### config.mk
export PLATFORM = sky130hd
export DESIGN_NAME = pma_checker_top
export DESIGN_NICKNAME = d
export VERILOG_FILES = /design/src/rtl/pma_pkg.sv /design/src/rtl/pma_access_decode.sv /design/src/rtl/pma_region_check.sv /design/src/rtl/pma_result.sv /design/src/rtl/pma_checker_top.sv
export VERILOG_INCLUDE_DIRS = /design/src /design/src/rtl
export SDC_FILE = /design/constraint.sdc
export NUM_CORES = 1
export LEC_CHECK = 0
export ABC_AREA = 1
export BUFFER_PORTS_ARGS = -buffer_cell sky130_fd_sc_hd__buf_2
export CAP_MARGIN = 20
export CORE_AREA = 2 2 72 74
export CTS_BUF_LIST = sky130_fd_sc_hd__clkbuf_16
export DETAILED_ROUTE_END_ITERATION = 10
export DIE_AREA = 0 0 74 76
export MAX_ROUTING_LAYER = met4
export PLACE_DENSITY = 0.74
export SETUP_SLACK_MARGIN = 0.5
export SLEW_MARGIN = 25
export SYNTH_ARGS = -nofsm -noshare
export SYNTH_HDL_FRONTEND = slang
export SYNTH_HIERARCHICAL = 1
export SYNTH_SLANG_ARGS = --single-unit
### constraint.sdc
create_clock -name clk_i -period 1.8 [get_ports clk_i]
set_input_delay 0.09 -clock clk_i [delete_from_list [all_inputs] [get_ports clk_i]]
set_output_delay 0.09 -clock clk_i [all_outputs]
set_load 0.01 [all_outputs]
### src/rtl/pma_defs.svh
// Build-time PMA sizing only. Region count must match the length of PMA_CFG in pma_pkg
`ifndef PMA_DEFS_SVH
`define PMA_DEFS_SVH

//////////////////////////////
// Region table size
//////////////////////////////

// Number of entries in the fixed region table
// Zero selects the deconfigured build, which treats all memory as main
`define PMA_NUM_REGIONS 4

//////////////////////////////
// Core features
//////////////////////////////

// Atomic extension present
// When cleared every atomic access faults, whatever the region says
`define PMA_A_EXTENSION 1'b1

//////////////////////////////
// Fault counter
//////////////////////////////

// Width of the saturating fault counter
// Counter holds at all ones once reached
`define PMA_ERR_CNT_W 8

`endif

### src/rtl/pma_pkg.sv
// Regions are fixed at elaboration and use word addresses with an exclusive upper bound
`include "pma_defs.svh"

package pma_pkg;

  //////////////////////////////
  // Request encodings
  //////////////////////////////

  typedef enum logic [1:0] {
    ACC_FETCH = 2'd0,
    ACC_LOAD  = 2'd1,
    ACC_STORE = 2'd2
  } access_kind_e;

  typedef enum logic [1:0] {
    SIZE_BYTE = 2'd0,
    SIZE_HALF = 2'd1,
    SIZE_WORD = 2'd2
  } access_size_e;

  // One attribute region, low bound inclusive
  typedef struct packed {
    logic [31:0] word_addr_low;
    logic [31:0] word_addr_high;
    logic        main;
    logic        bufferable;
    logic        cacheable;
    logic        atomic;
  } pma_region_t;

  // Access as seen after the decode stage
  typedef struct packed {
    logic [31:0] word_addr;
    logic        fetch;
    logic        load;
    logic        atomic;
    logic        misaligned;
  } pma_access_t;

  // Execute stage result, fault reasons kept separate
  typedef struct packed {
    logic       err_atomic;
    logic       err_fetch;
    logic       err_misaligned;
    logic       bufferable;
    logic       cacheable;
    logic       hit;
    logic [1:0] region;
  } pma_attr_t;

  //////////////////////////////
  // Response encodings
  //////////////////////////////

  typedef enum logic [1:0] {
    CAUSE_NONE       = 2'd0,
    CAUSE_ATOMIC     = 2'd1,
    CAUSE_FETCH      = 2'd2,
    CAUSE_MISALIGNED = 2'd3
  } pma_cause_e;

  typedef struct packed {
    logic       err;
    pma_cause_e cause;
    logic       bufferable;
    logic       cacheable;
    logic       hit;
    logic [1:0] region;
  } pma_rsp_t;

  //////////////////////////////
  // Attribute constants
  //////////////////////////////

  // Unmatched address is treated as I/O with no special attributes
  localparam pma_region_t PMA_R_DEFAULT = '{
    word_addr_low: 32'h0, word_addr_high: 32'h0,
    main: 1'b0, bufferable: 1'b0, cacheable: 1'b0, atomic: 1'b0
  };

  // Without a table everything is main memory and atomics are allowed
  localparam pma_region_t NO_PMA_R_DEFAULT = '{
    word_addr_low: 32'h0, word_addr_high: 32'h0,
    main: 1'b1, bufferable: 1'b0, cacheable: 1'b0, atomic: 1'b1
  };

  // Region table, lower index wins on overlap
  // Bounds are byte addresses shifted right by two
  localparam pma_region_t PMA_CFG [`PMA_NUM_REGIONS-1:0] = '{
    // Bytes 0x0000_1000 up to 0x0000_2000, atomic capable RAM window
    0: '{word_addr_low: 32'h0000_0400, word_addr_high: 32'h0000_0800,
         main: 1'b1, bufferable: 1'b0, cacheable: 1'b1, atomic: 1'b1},
    // Bytes 0x0000_0000 up to 0x0001_0000, general RAM
    1: '{word_addr_low: 32'h0000_0000, word_addr_high: 32'h0000_4000,
         main: 1'b1, bufferable: 1'b1, cacheable: 1'b1, atomic: 1'b0},
    // Bytes 0x1000_0000 up to 0x1000_1000, peripheral space
    2: '{word_addr_low: 32'h0400_0000, word_addr_high: 32'h0400_0400,
         main: 1'b0, bufferable: 1'b1, cacheable: 1'b0, atomic: 1'b0},
    // Bytes 0x2000_0000 up to 0x2010_0000, uncached shared memory
    3: '{word_addr_low: 32'h0800_0000, word_addr_high: 32'h0804_0000,
         main: 1'b1, bufferable: 1'b0, cacheable: 1'b0, atomic: 1'b1}
  };

endpackage

### src/rtl/pma_access_decode.sv
// Requester must keep atomics word-sized and never issue them as fetches. No back-pressure
module pma_access_decode (
  input  logic                  clk_i,
  input  logic                  arst_n_i,

  // Raw request
  input  logic                  req_valid_i,
  input  logic [31:0]           req_addr_i,
  input  pma_pkg::access_kind_e req_kind_i,
  input  pma_pkg::access_size_e req_size_i,
  input  logic                  req_atomic_i,

  // Decoded access towards execute
  output logic                  dec_valid_o,
  output pma_pkg::pma_access_t  dec_access_o
);

  import pma_pkg::*;

  pma_access_t nxt_access;
  logic        misaligned;

  //////////////////////////////
  // Alignment check
  //////////////////////////////

  // Natural alignment per size
  // Byte accesses can never be misaligned
  always_comb begin
    unique case (req_size_i)
      SIZE_HALF: misaligned = req_addr_i[0];
      SIZE_WORD: misaligned = |req_addr_i[1:0];
      default:   misaligned = 1'b0;
    endcase
  end

  //////////////////////////////
  // Access classification
  //////////////////////////////

  always_comb begin
    // Region table works on word addresses
    nxt_access.word_addr  = {2'b00, req_addr_i[31:2]};
    nxt_access.fetch      = (req_kind_i == ACC_FETCH);
    nxt_access.load       = (req_kind_i == ACC_LOAD);
    // Store is implied when neither flag is set
    nxt_access.atomic     = req_atomic_i;
    nxt_access.misaligned = misaligned;
  end

  //////////////////////////////
  // Stage register
  //////////////////////////////

  // Valid strobe is the only control state here
  always_ff @(posedge clk_i or negedge arst_n_i) begin
    if (!arst_n_i) begin
      dec_valid_o <= 1'b0;
    end else begin
      dec_valid_o <= req_valid_i;
    end
  end

  // Payload only captured for real requests
  always_ff @(posedge clk_i) begin
    if (req_valid_i) begin
      dec_access_o <= nxt_access;
    end
  end

  //////////////////////////////
  // Checks
  //////////////////////////////

  // Atomics are AMO/LR/SC only, so word data path and never from fetch
  atomic_req_legal_a: assert property (
    @(posedge clk_i) disable iff (!arst_n_i)
    (req_valid_i && req_atomic_i) |-> ((req_kind_i != ACC_FETCH) && (req_size_i == SIZE_WORD))
  ) else $error("atomic request with fetch kind or non-word size");

endmodule

### src/rtl/pma_region_check.sv
// Purely combinational. Region table is static and lower indices take priority on overlap
`include "pma_defs.svh"

module pma_region_check #(
  parameter int                  NUM_REGIONS = `PMA_NUM_REGIONS,
  parameter bit                  A_EXTENSION = `PMA_A_EXTENSION,
  parameter pma_pkg::pma_region_t REGION_CFG [NUM_REGIONS-1:0] = pma_pkg::PMA_CFG
) (
  input  pma_pkg::pma_access_t access_i,
  output pma_pkg::pma_attr_t   attr_o
);

  import pma_pkg::*;

  pma_region_t sel_cfg;
  logic        sel_hit;
  logic [1:0]  sel_region;
  logic        sel_atomic;

  //////////////////////////////
  // Region lookup
  //////////////////////////////

  generate
    if (NUM_REGIONS == 0) begin : gen_no_pma

      // Deconfigured build
      // No table to hit so everything is treated as main memory
      assign sel_cfg    = NO_PMA_R_DEFAULT;
      assign sel_hit    = 1'b0;
      assign sel_region = 2'd0;

    end else begin : gen_pma

      // Scan from the top down so the lowest matching index is left standing
      always_comb begin
        sel_cfg    = PMA_R_DEFAULT;
        sel_hit    = 1'b0;
        sel_region = 2'd0;
        for (int i = NUM_REGIONS - 1; i >= 0; i--) begin
          // Low bound inclusive and high bound exclusive
          if ((access_i.word_addr >= REGION_CFG[i].word_addr_low) &&
              (access_i.word_addr <  REGION_CFG[i].word_addr_high)) begin
            sel_cfg    = REGION_CFG[i];
            sel_hit    = 1'b1;
            sel_region = 2'(i);
          end
        end
      end

    end
  endgenerate

  //////////////////////////////
  // Atomic support
  //////////////////////////////

  // Without the A extension no region may accept atomics
  generate
    if (A_EXTENSION) begin : gen_atomic
      assign sel_atomic = sel_cfg.atomic;
    end else begin : gen_no_atomic
      assign sel_atomic = 1'b0;
    end
  endgenerate

  //////////////////////////////
  // Legality and attributes
  //////////////////////////////

  always_comb begin
    // Atomic access needs an atomic capable region
    attr_o.err_atomic     = access_i.atomic && !sel_atomic;

    // Code can only be fetched from main memory
    attr_o.err_fetch      = access_i.fetch && !sel_cfg.main;

    // I/O space cannot take misaligned accesses
    // Main memory copes with them and splitting is handled elsewhere
    attr_o.err_misaligned = access_i.misaligned && !sel_cfg.main;

    // Only plain stores may be buffered
    attr_o.bufferable     = sel_cfg.bufferable &&
                            !access_i.fetch &&
                            !access_i.atomic &&
                            !access_i.load;

    // Cacheability is taken straight from the region
    attr_o.cacheable      = sel_cfg.cacheable;

    attr_o.hit            = sel_hit;
    attr_o.region         = sel_region;
  end

  //////////////////////////////
  // Checks
  //////////////////////////////

  // Reported region index must point into the table and hold the address
  // A region index too wide for the field would land on the wrong entry here
  always_comb begin
    if (attr_o.hit) begin
      hit_region_in_table_a: assert ((int'(attr_o.region) < NUM_REGIONS) &&
          (access_i.word_addr >= REGION_CFG[attr_o.region].word_addr_low) &&
          (access_i.word_addr <  REGION_CFG[attr_o.region].word_addr_high))
        else $error("hit region %0d outside table or not holding the address", attr_o.region);
    end
  end

endmodule

### src/rtl/pma_result.sv
// Response is emitted without back-pressure. Fault counter sticks at all ones
`include "pma_defs.svh"

module pma_result (
  input  logic                     clk_i,
  input  logic                     arst_n_i,

  // From execute stage
  input  logic                     valid_i,
  input  pma_pkg::pma_attr_t       attr_i,

  // Registered response
  output logic                     rsp_valid_o,
  output pma_pkg::pma_rsp_t        rsp_o,
  output logic [`PMA_ERR_CNT_W-1:0] err_count_o
);

  import pma_pkg::*;

  pma_rsp_t nxt_rsp;

  //////////////////////////////
  // Cause encoding
  //////////////////////////////

  always_comb begin
    nxt_rsp.err = attr_i.err_atomic | attr_i.err_fetch | attr_i.err_misaligned;

    // Atomic first, then fetch, then misaligned
    if (attr_i.err_atomic) begin
      nxt_rsp.cause = CAUSE_ATOMIC;
    end else if (attr_i.err_fetch) begin
      nxt_rsp.cause = CAUSE_FETCH;
    end else if (attr_i.err_misaligned) begin
      nxt_rsp.cause = CAUSE_MISALIGNED;
    end else begin
      nxt_rsp.cause = CAUSE_NONE;
    end

    nxt_rsp.bufferable = attr_i.bufferable;
    nxt_rsp.cacheable  = attr_i.cacheable;
    nxt_rsp.hit        = attr_i.hit;
    nxt_rsp.region     = attr_i.region;
  end

  //////////////////////////////
  // Response register
  //////////////////////////////

  always_ff @(posedge clk_i or negedge arst_n_i) begin
    if (!arst_n_i) begin
      rsp_valid_o <= 1'b0;
    end else begin
      rsp_valid_o <= valid_i;
    end
  end

  always_ff @(posedge clk_i) begin
    if (valid_i) begin
      rsp_o <= nxt_rsp;
    end
  end

  // Counter updates on the same edge as the faulting response appears
  always_ff @(posedge clk_i or negedge arst_n_i) begin
    if (!arst_n_i) begin
      err_count_o <= '0;
    end else if (valid_i && nxt_rsp.err && (err_count_o != '1)) begin
      err_count_o <= err_count_o + 1'b1;
    end
  end

  //////////////////////////////
  // Checks
  //////////////////////////////

  // Error flag and cause must never disagree on a live response
  err_matches_cause_a: assert property (
    @(posedge clk_i) disable iff (!arst_n_i)
    rsp_valid_o |-> (rsp_o.err == (rsp_o.cause != CAUSE_NONE))
  ) else $error("response err flag does not match cause");

endmodule

### src/rtl/pma_checker_top.sv
// Fixed two-cycle latency, one request per cycle, no stall path
`include "pma_defs.svh"

module pma_checker_top (
  input  logic                      clk_i,
  input  logic                      arst_n_i,

  // Request
  input  logic                      req_valid_i,
  input  logic [31:0]               req_addr_i,
  input  pma_pkg::access_kind_e     req_kind_i,
  input  pma_pkg::access_size_e     req_size_i,
  input  logic                      req_atomic_i,

  // Response
  output logic                      rsp_valid_o,
  output pma_pkg::pma_rsp_t         rsp_o,
  output logic [`PMA_ERR_CNT_W-1:0] err_count_o
);

  import pma_pkg::*;

  //////////////////////////////
  // Stage wiring
  //////////////////////////////

  // Decode to execute
  logic        dec_valid;
  pma_access_t dec_access;

  // Execute to result, not registered
  pma_attr_t   exe_attr;

  // Cycle one, alignment and kind decode
  pma_access_decode pma_access_decode_i (
    .clk_i        (clk_i),
    .arst_n_i     (arst_n_i),
    .req_valid_i  (req_valid_i),
    .req_addr_i   (req_addr_i),
    .req_kind_i   (req_kind_i),
    .req_size_i   (req_size_i),
    .req_atomic_i (req_atomic_i),
    .dec_valid_o  (dec_valid),
    .dec_access_o (dec_access)
  );

  // Same cycle as result input, region match and legality
  pma_region_check #(
    .NUM_REGIONS (`PMA_NUM_REGIONS),
    .A_EXTENSION (`PMA_A_EXTENSION),
    .REGION_CFG  (PMA_CFG)
  ) pma_region_check_i (
    .access_i (dec_access),
    .attr_o   (exe_attr)
  );

  // Cycle two, cause encode and fault count
  pma_result pma_result_i (
    .clk_i       (clk_i),
    .arst_n_i    (arst_n_i),
    .valid_i     (dec_valid),
    .attr_i      (exe_attr),
    .rsp_valid_o (rsp_valid_o),
    .rsp_o       (rsp_o),
    .err_count_o (err_count_o)
  );

endmodule

=== Word level (Yosys, flattened, before mapping) ===
Index checks and enable logic that the tools add are counted.

* Bits in registers: 52
* Logic and storage cells: 62

* Bitwise operators: 2
* Multiplexer cells: 11
* $lt $le $gt $ge: 8
* Reduce and logical (&&, ||, !) cells: 21
* Add/subtract/negate cells: 1
* Eq/ne operators: 4

{| class="wikitable"
|+ Operators with widths
! kind !! number
|-
| >= comparator 30 x 1 -> 1 bit, second input constant || 1
|-
| >= comparator 30 x 11 -> 1 bit, second input constant || 1
|-
| >= comparator 30 x 27 -> 1 bit, second input constant || 1
|-
| >= comparator 30 x 28 -> 1 bit, second input constant || 1
|-
| < comparator 30 x 12 -> 1 bit, second input constant || 1
|-
| < comparator 30 x 15 -> 1 bit, second input constant || 1
|-
| < comparator 30 x 27 -> 1 bit, second input constant || 1
|-
| < comparator 30 x 28 -> 1 bit, second input constant || 1
|-
| 2-to-1 mux 4 bit || 4
|-
| logical AND 1 bit || 12
|-
| adder 8 x 1 -> 8 bit, second input constant || 1
|-
| 2-to-1 mux 2 bit || 4
|-
| inequality test 8 bit, second input constant || 1
|-
| zero test 1 bit || 5
|-
| equality test 2 x 1 -> 1 bit, second input constant || 2
|-
| OR reduction 2 bit || 2
|-
| OR reduction 3 bit || 1
|-
| equality test 2 bit, second input constant || 1
|-
| zero test 2 bit || 1
|-
| 2-to-1 mux 1 bit || 2
|-
| bitwise OR 1 bit || 2
|-
| case mux 1 bit (2 select lines) || 1
|}

=== Longest topological paths before layout ===
* Depth after elaboration: 12
* Mapped depth: 14

=== Cells and area by module ===
The synthesis kept the hierarchy.

{| class="wikitable"
|+ By module, submodules not included
! module !! times used !! area each (µm²) !! cells each
|-
| pma_access_decode || 1 || 1,124.8 || 48
|-
| pma_result || 1 || 764.5 || 85
|-
| pma_region_check || 1 || 244.0 || 52
|}

=== Least setup slack after synthesis ===
No wires, ideal clock.

* Path type: register -> register
* Start point: reg pma_access_decode_i/dec_access_o[32] (netlist name)
* End point: reg pma_result_i.err_count_o[2]
* Path slack: 0.281 ns
* Path buffers: 0
* Clock period less this slack: 1.519 ns
* Arrival time: 1.454 ns
* Stages on the path, launching flop included: 14
* Cells stage by stage: edfxtp_1 > nor2_2 > nand2_1 > nor2_2 > nand3_2 > nand2_1 > nor2_1 > nor2_1 > nand2_1 > nand2_1 > inv_2 > nand2_2 > nand2_1 > nand2_1

{| class="wikitable"
|+ RTL lines
! what !! line !! RTL
|-
| start, declared || pma_access_decode.sv:15 || <nowiki>output pma_pkg::pma_access_t dec_access_o</nowiki>
|-
| start signal, assigned || pma_access_decode.sv:67 || <nowiki>dec_access_o <= nxt_access;</nowiki>
|-
| end signal, assigned || pma_result.sv:69 || <nowiki>err_count_o <= err_count_o + 1'b1;</nowiki>
|-
| end, declared || pma_result.sv:15 || <nowiki>output logic [`PMA_ERR_CNT_W-1:0] err_count_o</nowiki>
|}

==> run summary <==
Root Driver - clkbuf_16
number of placement rows - 26
crit path DAT - 1940 ps
most frequent CP cell - nand2_2
Worst IR Drop VDD - 586.0 uV
worst min-delay path category - primary input to register
part of the power in the clock network - 38.2%
die outline height - 76 um
antenna violations before repair - 0
Residual DRC - 0
number of CTS-inserted buffers - 5
met2 layer wire length in the routed design - 1937 um
Worst path slowest cell - edfxtp_1
IO Pins - 57
area of all placed cells without fillers - 2601 um^2
Post-Synthesis Cell Area - 1833 um^2
Final min period - 1728 ps
kind of start point of the critical path - register
Combinational Power Share - 14.5%
total routing resource utilization after global routing - 14.08%
level count of the clock H-tree - 2
setup clock skew after layout - 5.328 ps
worst slew pin tran - 520.6 ps
Post-Route Hold Slack - 97.05 ps
unrepaired setup endpoints after global routing - yes
die footprint - 5624 um^2
number of buffer and inverter instances along the worst setup path - 1
Core Footprint - 4912 um^2
type of element capturing the critical path - register
period utilisation layout - 96.00%
part of the power in registers - 47.4%
top metal layer carrying routed signals - met4
Internal - 1.993 mW
via count of the first global-routing pass - 1,385
Crit Path Max Fanout - 7
TritonCTS clock tree - built
Slew Viols, Final - 0
Fin Setup TNS - 0 ps
status - finished clean
DR WL/cell - 11.17 um
end-of-flow core utilization - 52.95%
fill cell total of the finished layout - 420
total routed wirelength - 3609 um
post-synthesis cell count - 175
fmax - 0.5787 GHz
synth warn - 6
remaining antenna violation count after routing - 0
average size of a mapped cell - 10.47 um^2
hold violation total from the final report - 0
count of inserted antenna diode cells - 0
met1 wire length - 1507 um
proportion of layout cells with a drive suffix above 1 - 34.39%
path type of the worst setup path - register to register
Worst-path clk slew - 60 ps
count of TritonRoute iterations in the first routing pass - 4
detail-routed via count per cell - 4.248
number of buffers on the longest clock path - 2
WP data required - 2010 ps
worst slew slack as a fraction of its limit - 65.29%
Final setup viols - 0
insertion delay of the later-clocked pin in the worst-skew pair - 280 ps
leakage power total - 1.206 nW
count of port buffers added during placement - 46
dpl hpwl - 2262 um
largest stage delay on the critical path - 440 ps
cell family with the largest share of critical-path delay - simple AND/OR/NAND/NOR gates
maximum number of pins on one net before global-route repair - 26
CTS Sinks - 42
sum of overflow across all layers after global routing - 0
number of maximum-capacitance violations - 0
1st-iter DRT viols - 47
instance area after placement - 2132 um^2
synth-to-layout area growth - 41.91%
cells traversed along the worst timing path - nor2_4 -> nand3_2 -> nor2_4 -> nand2_2 -> nand2_2 -> nor2_2 -> nor2_1 -> nand2_1 -> nand2_2 -> inv_2 -> nand2_4 -> nand2_2 -> nand2_1
starting density of the core - 37.32%
share of total power consumed by net switching - 24.89%
# nets final - 295
Routability Congestion - 0.7748
vias post-DR - 1,372
Die W - 74 um
reported net switching power - 660.5 uW
wire length of the first global-routing pass - 5851 um
wire length on met3 - 117 um
Power per Cell Area - 1020 nW/um^2
## state kept, by name (all words and copies together), names as in the netlist
register                          cells
pma_result_i/rsp_valid_o              1
pma_access_decode_i/dec_valid_o       1
pma_result_i/err_count_o              8
pma_access_decode_i/dec_access_o     24
pma_result_i/rsp_o                    8
## what timing repair did
item                                    CTS  global route
pin swaps                                11             9
hold buffers                             22             0
setup buffers                             4             1
endpoints found under the setup margin   11            15
gates resized for setup                   4            12
hold endpoints to repair                 31             0
## cell type report
class                      count  area, um^2  share of cell area (%)
multi-input combinational    105       551.8                   21.21
sequential                    42        1211                   46.56
inverter                      25       93.84                   3.608
clock buffer                   5       125.1                   4.810
timing repair buffer          73       488.0                   18.76
tap                           70       87.58                   3.367
clock inverter                 3       43.79                   1.684
## layer usage
metal	vias to the layer above	global-route usage, %
met2	39	24.46
met4	0	5.455
met5	-	-
met3	4	3.968
li1	705	-
met1	624	14.74
## stage by stage
step / std cells / power, mW / worst slack, ps
floorplan: 176 / 1.447 / 319.4
global placement: 288 / 1.576 / 138.6
detailed placement: 288 / 1.599 / 80.19
CTS: 322 / 2.663 / 92.34
global route: 323 / 2.777 / -31.80
finish: 323 / 2.653 / 71.92
## layout by cell type, fill, tap and decap left out
cell	count
conb_1	2
o21ai_0	1
xnor2_1	2
buf_4	5
edfxtp_1	32
nand3_2	4
o21bai_1	1
o21ai_1	1
xor2_1	1
nor3_2	1
a21oi_1	2
dfrtp_1	10
buf_2	46
inv_2	4
nand2_2	7
inv_6	1
clkinv_1	1
a21oi_2	1
nand3_1	8
nand2_4	1
inv_1	20
nor2_1	18
clkbuf_16	5
bufinv_16	1
nor2_4	2
ha_1	3
nand2_1	41
dlygate4sd3_1	22
nor3_1	1
clkinv_2	1
nor2_2	8
## power groups by stage
| stage | sequential, mW | clock [mW] | combinational (mW) |
|---|---|---|---|
| 2_1_floorplan | 1.28 | 0 | 0.167 |
| 3_3_place_gp | 1.26 | 0 | 0.312 |
| 3_5_place_dp | 1.27 | 0 | 0.326 |
| 4_1_cts | 1.25 | 1.04 | 0.373 |
| 5_1_grt | 1.28 | 1.07 | 0.428 |
| 6_report | 1.26 | 1.01 | 0.384 |
## worst paths after layout
kind,startpoint,end,slack (ps),cells after the start
min in group asynchronous,arst_n_i,pma_result_i/err_count_o[5],220,2
setup / recovery,pma_access_decode_i/dec_access_o[23],pma_result_i/err_count_o[0],70,13
setup reg to reg,pma_access_decode_i/dec_access_o[23],pma_result_i/err_count_o[0],70,13
hold reg to reg,pma_result_i/err_count_o[1],pma_result_i/err_count_o[1],550,2
hold / removal,req_kind_i[1],pma_access_decode_i/dec_access_o[3],100,2
max in group asynchronous,arst_n_i,pma_result_i/err_count_o[3],1380,2
No activity file was read; power rests on OpenSTA's default activity.
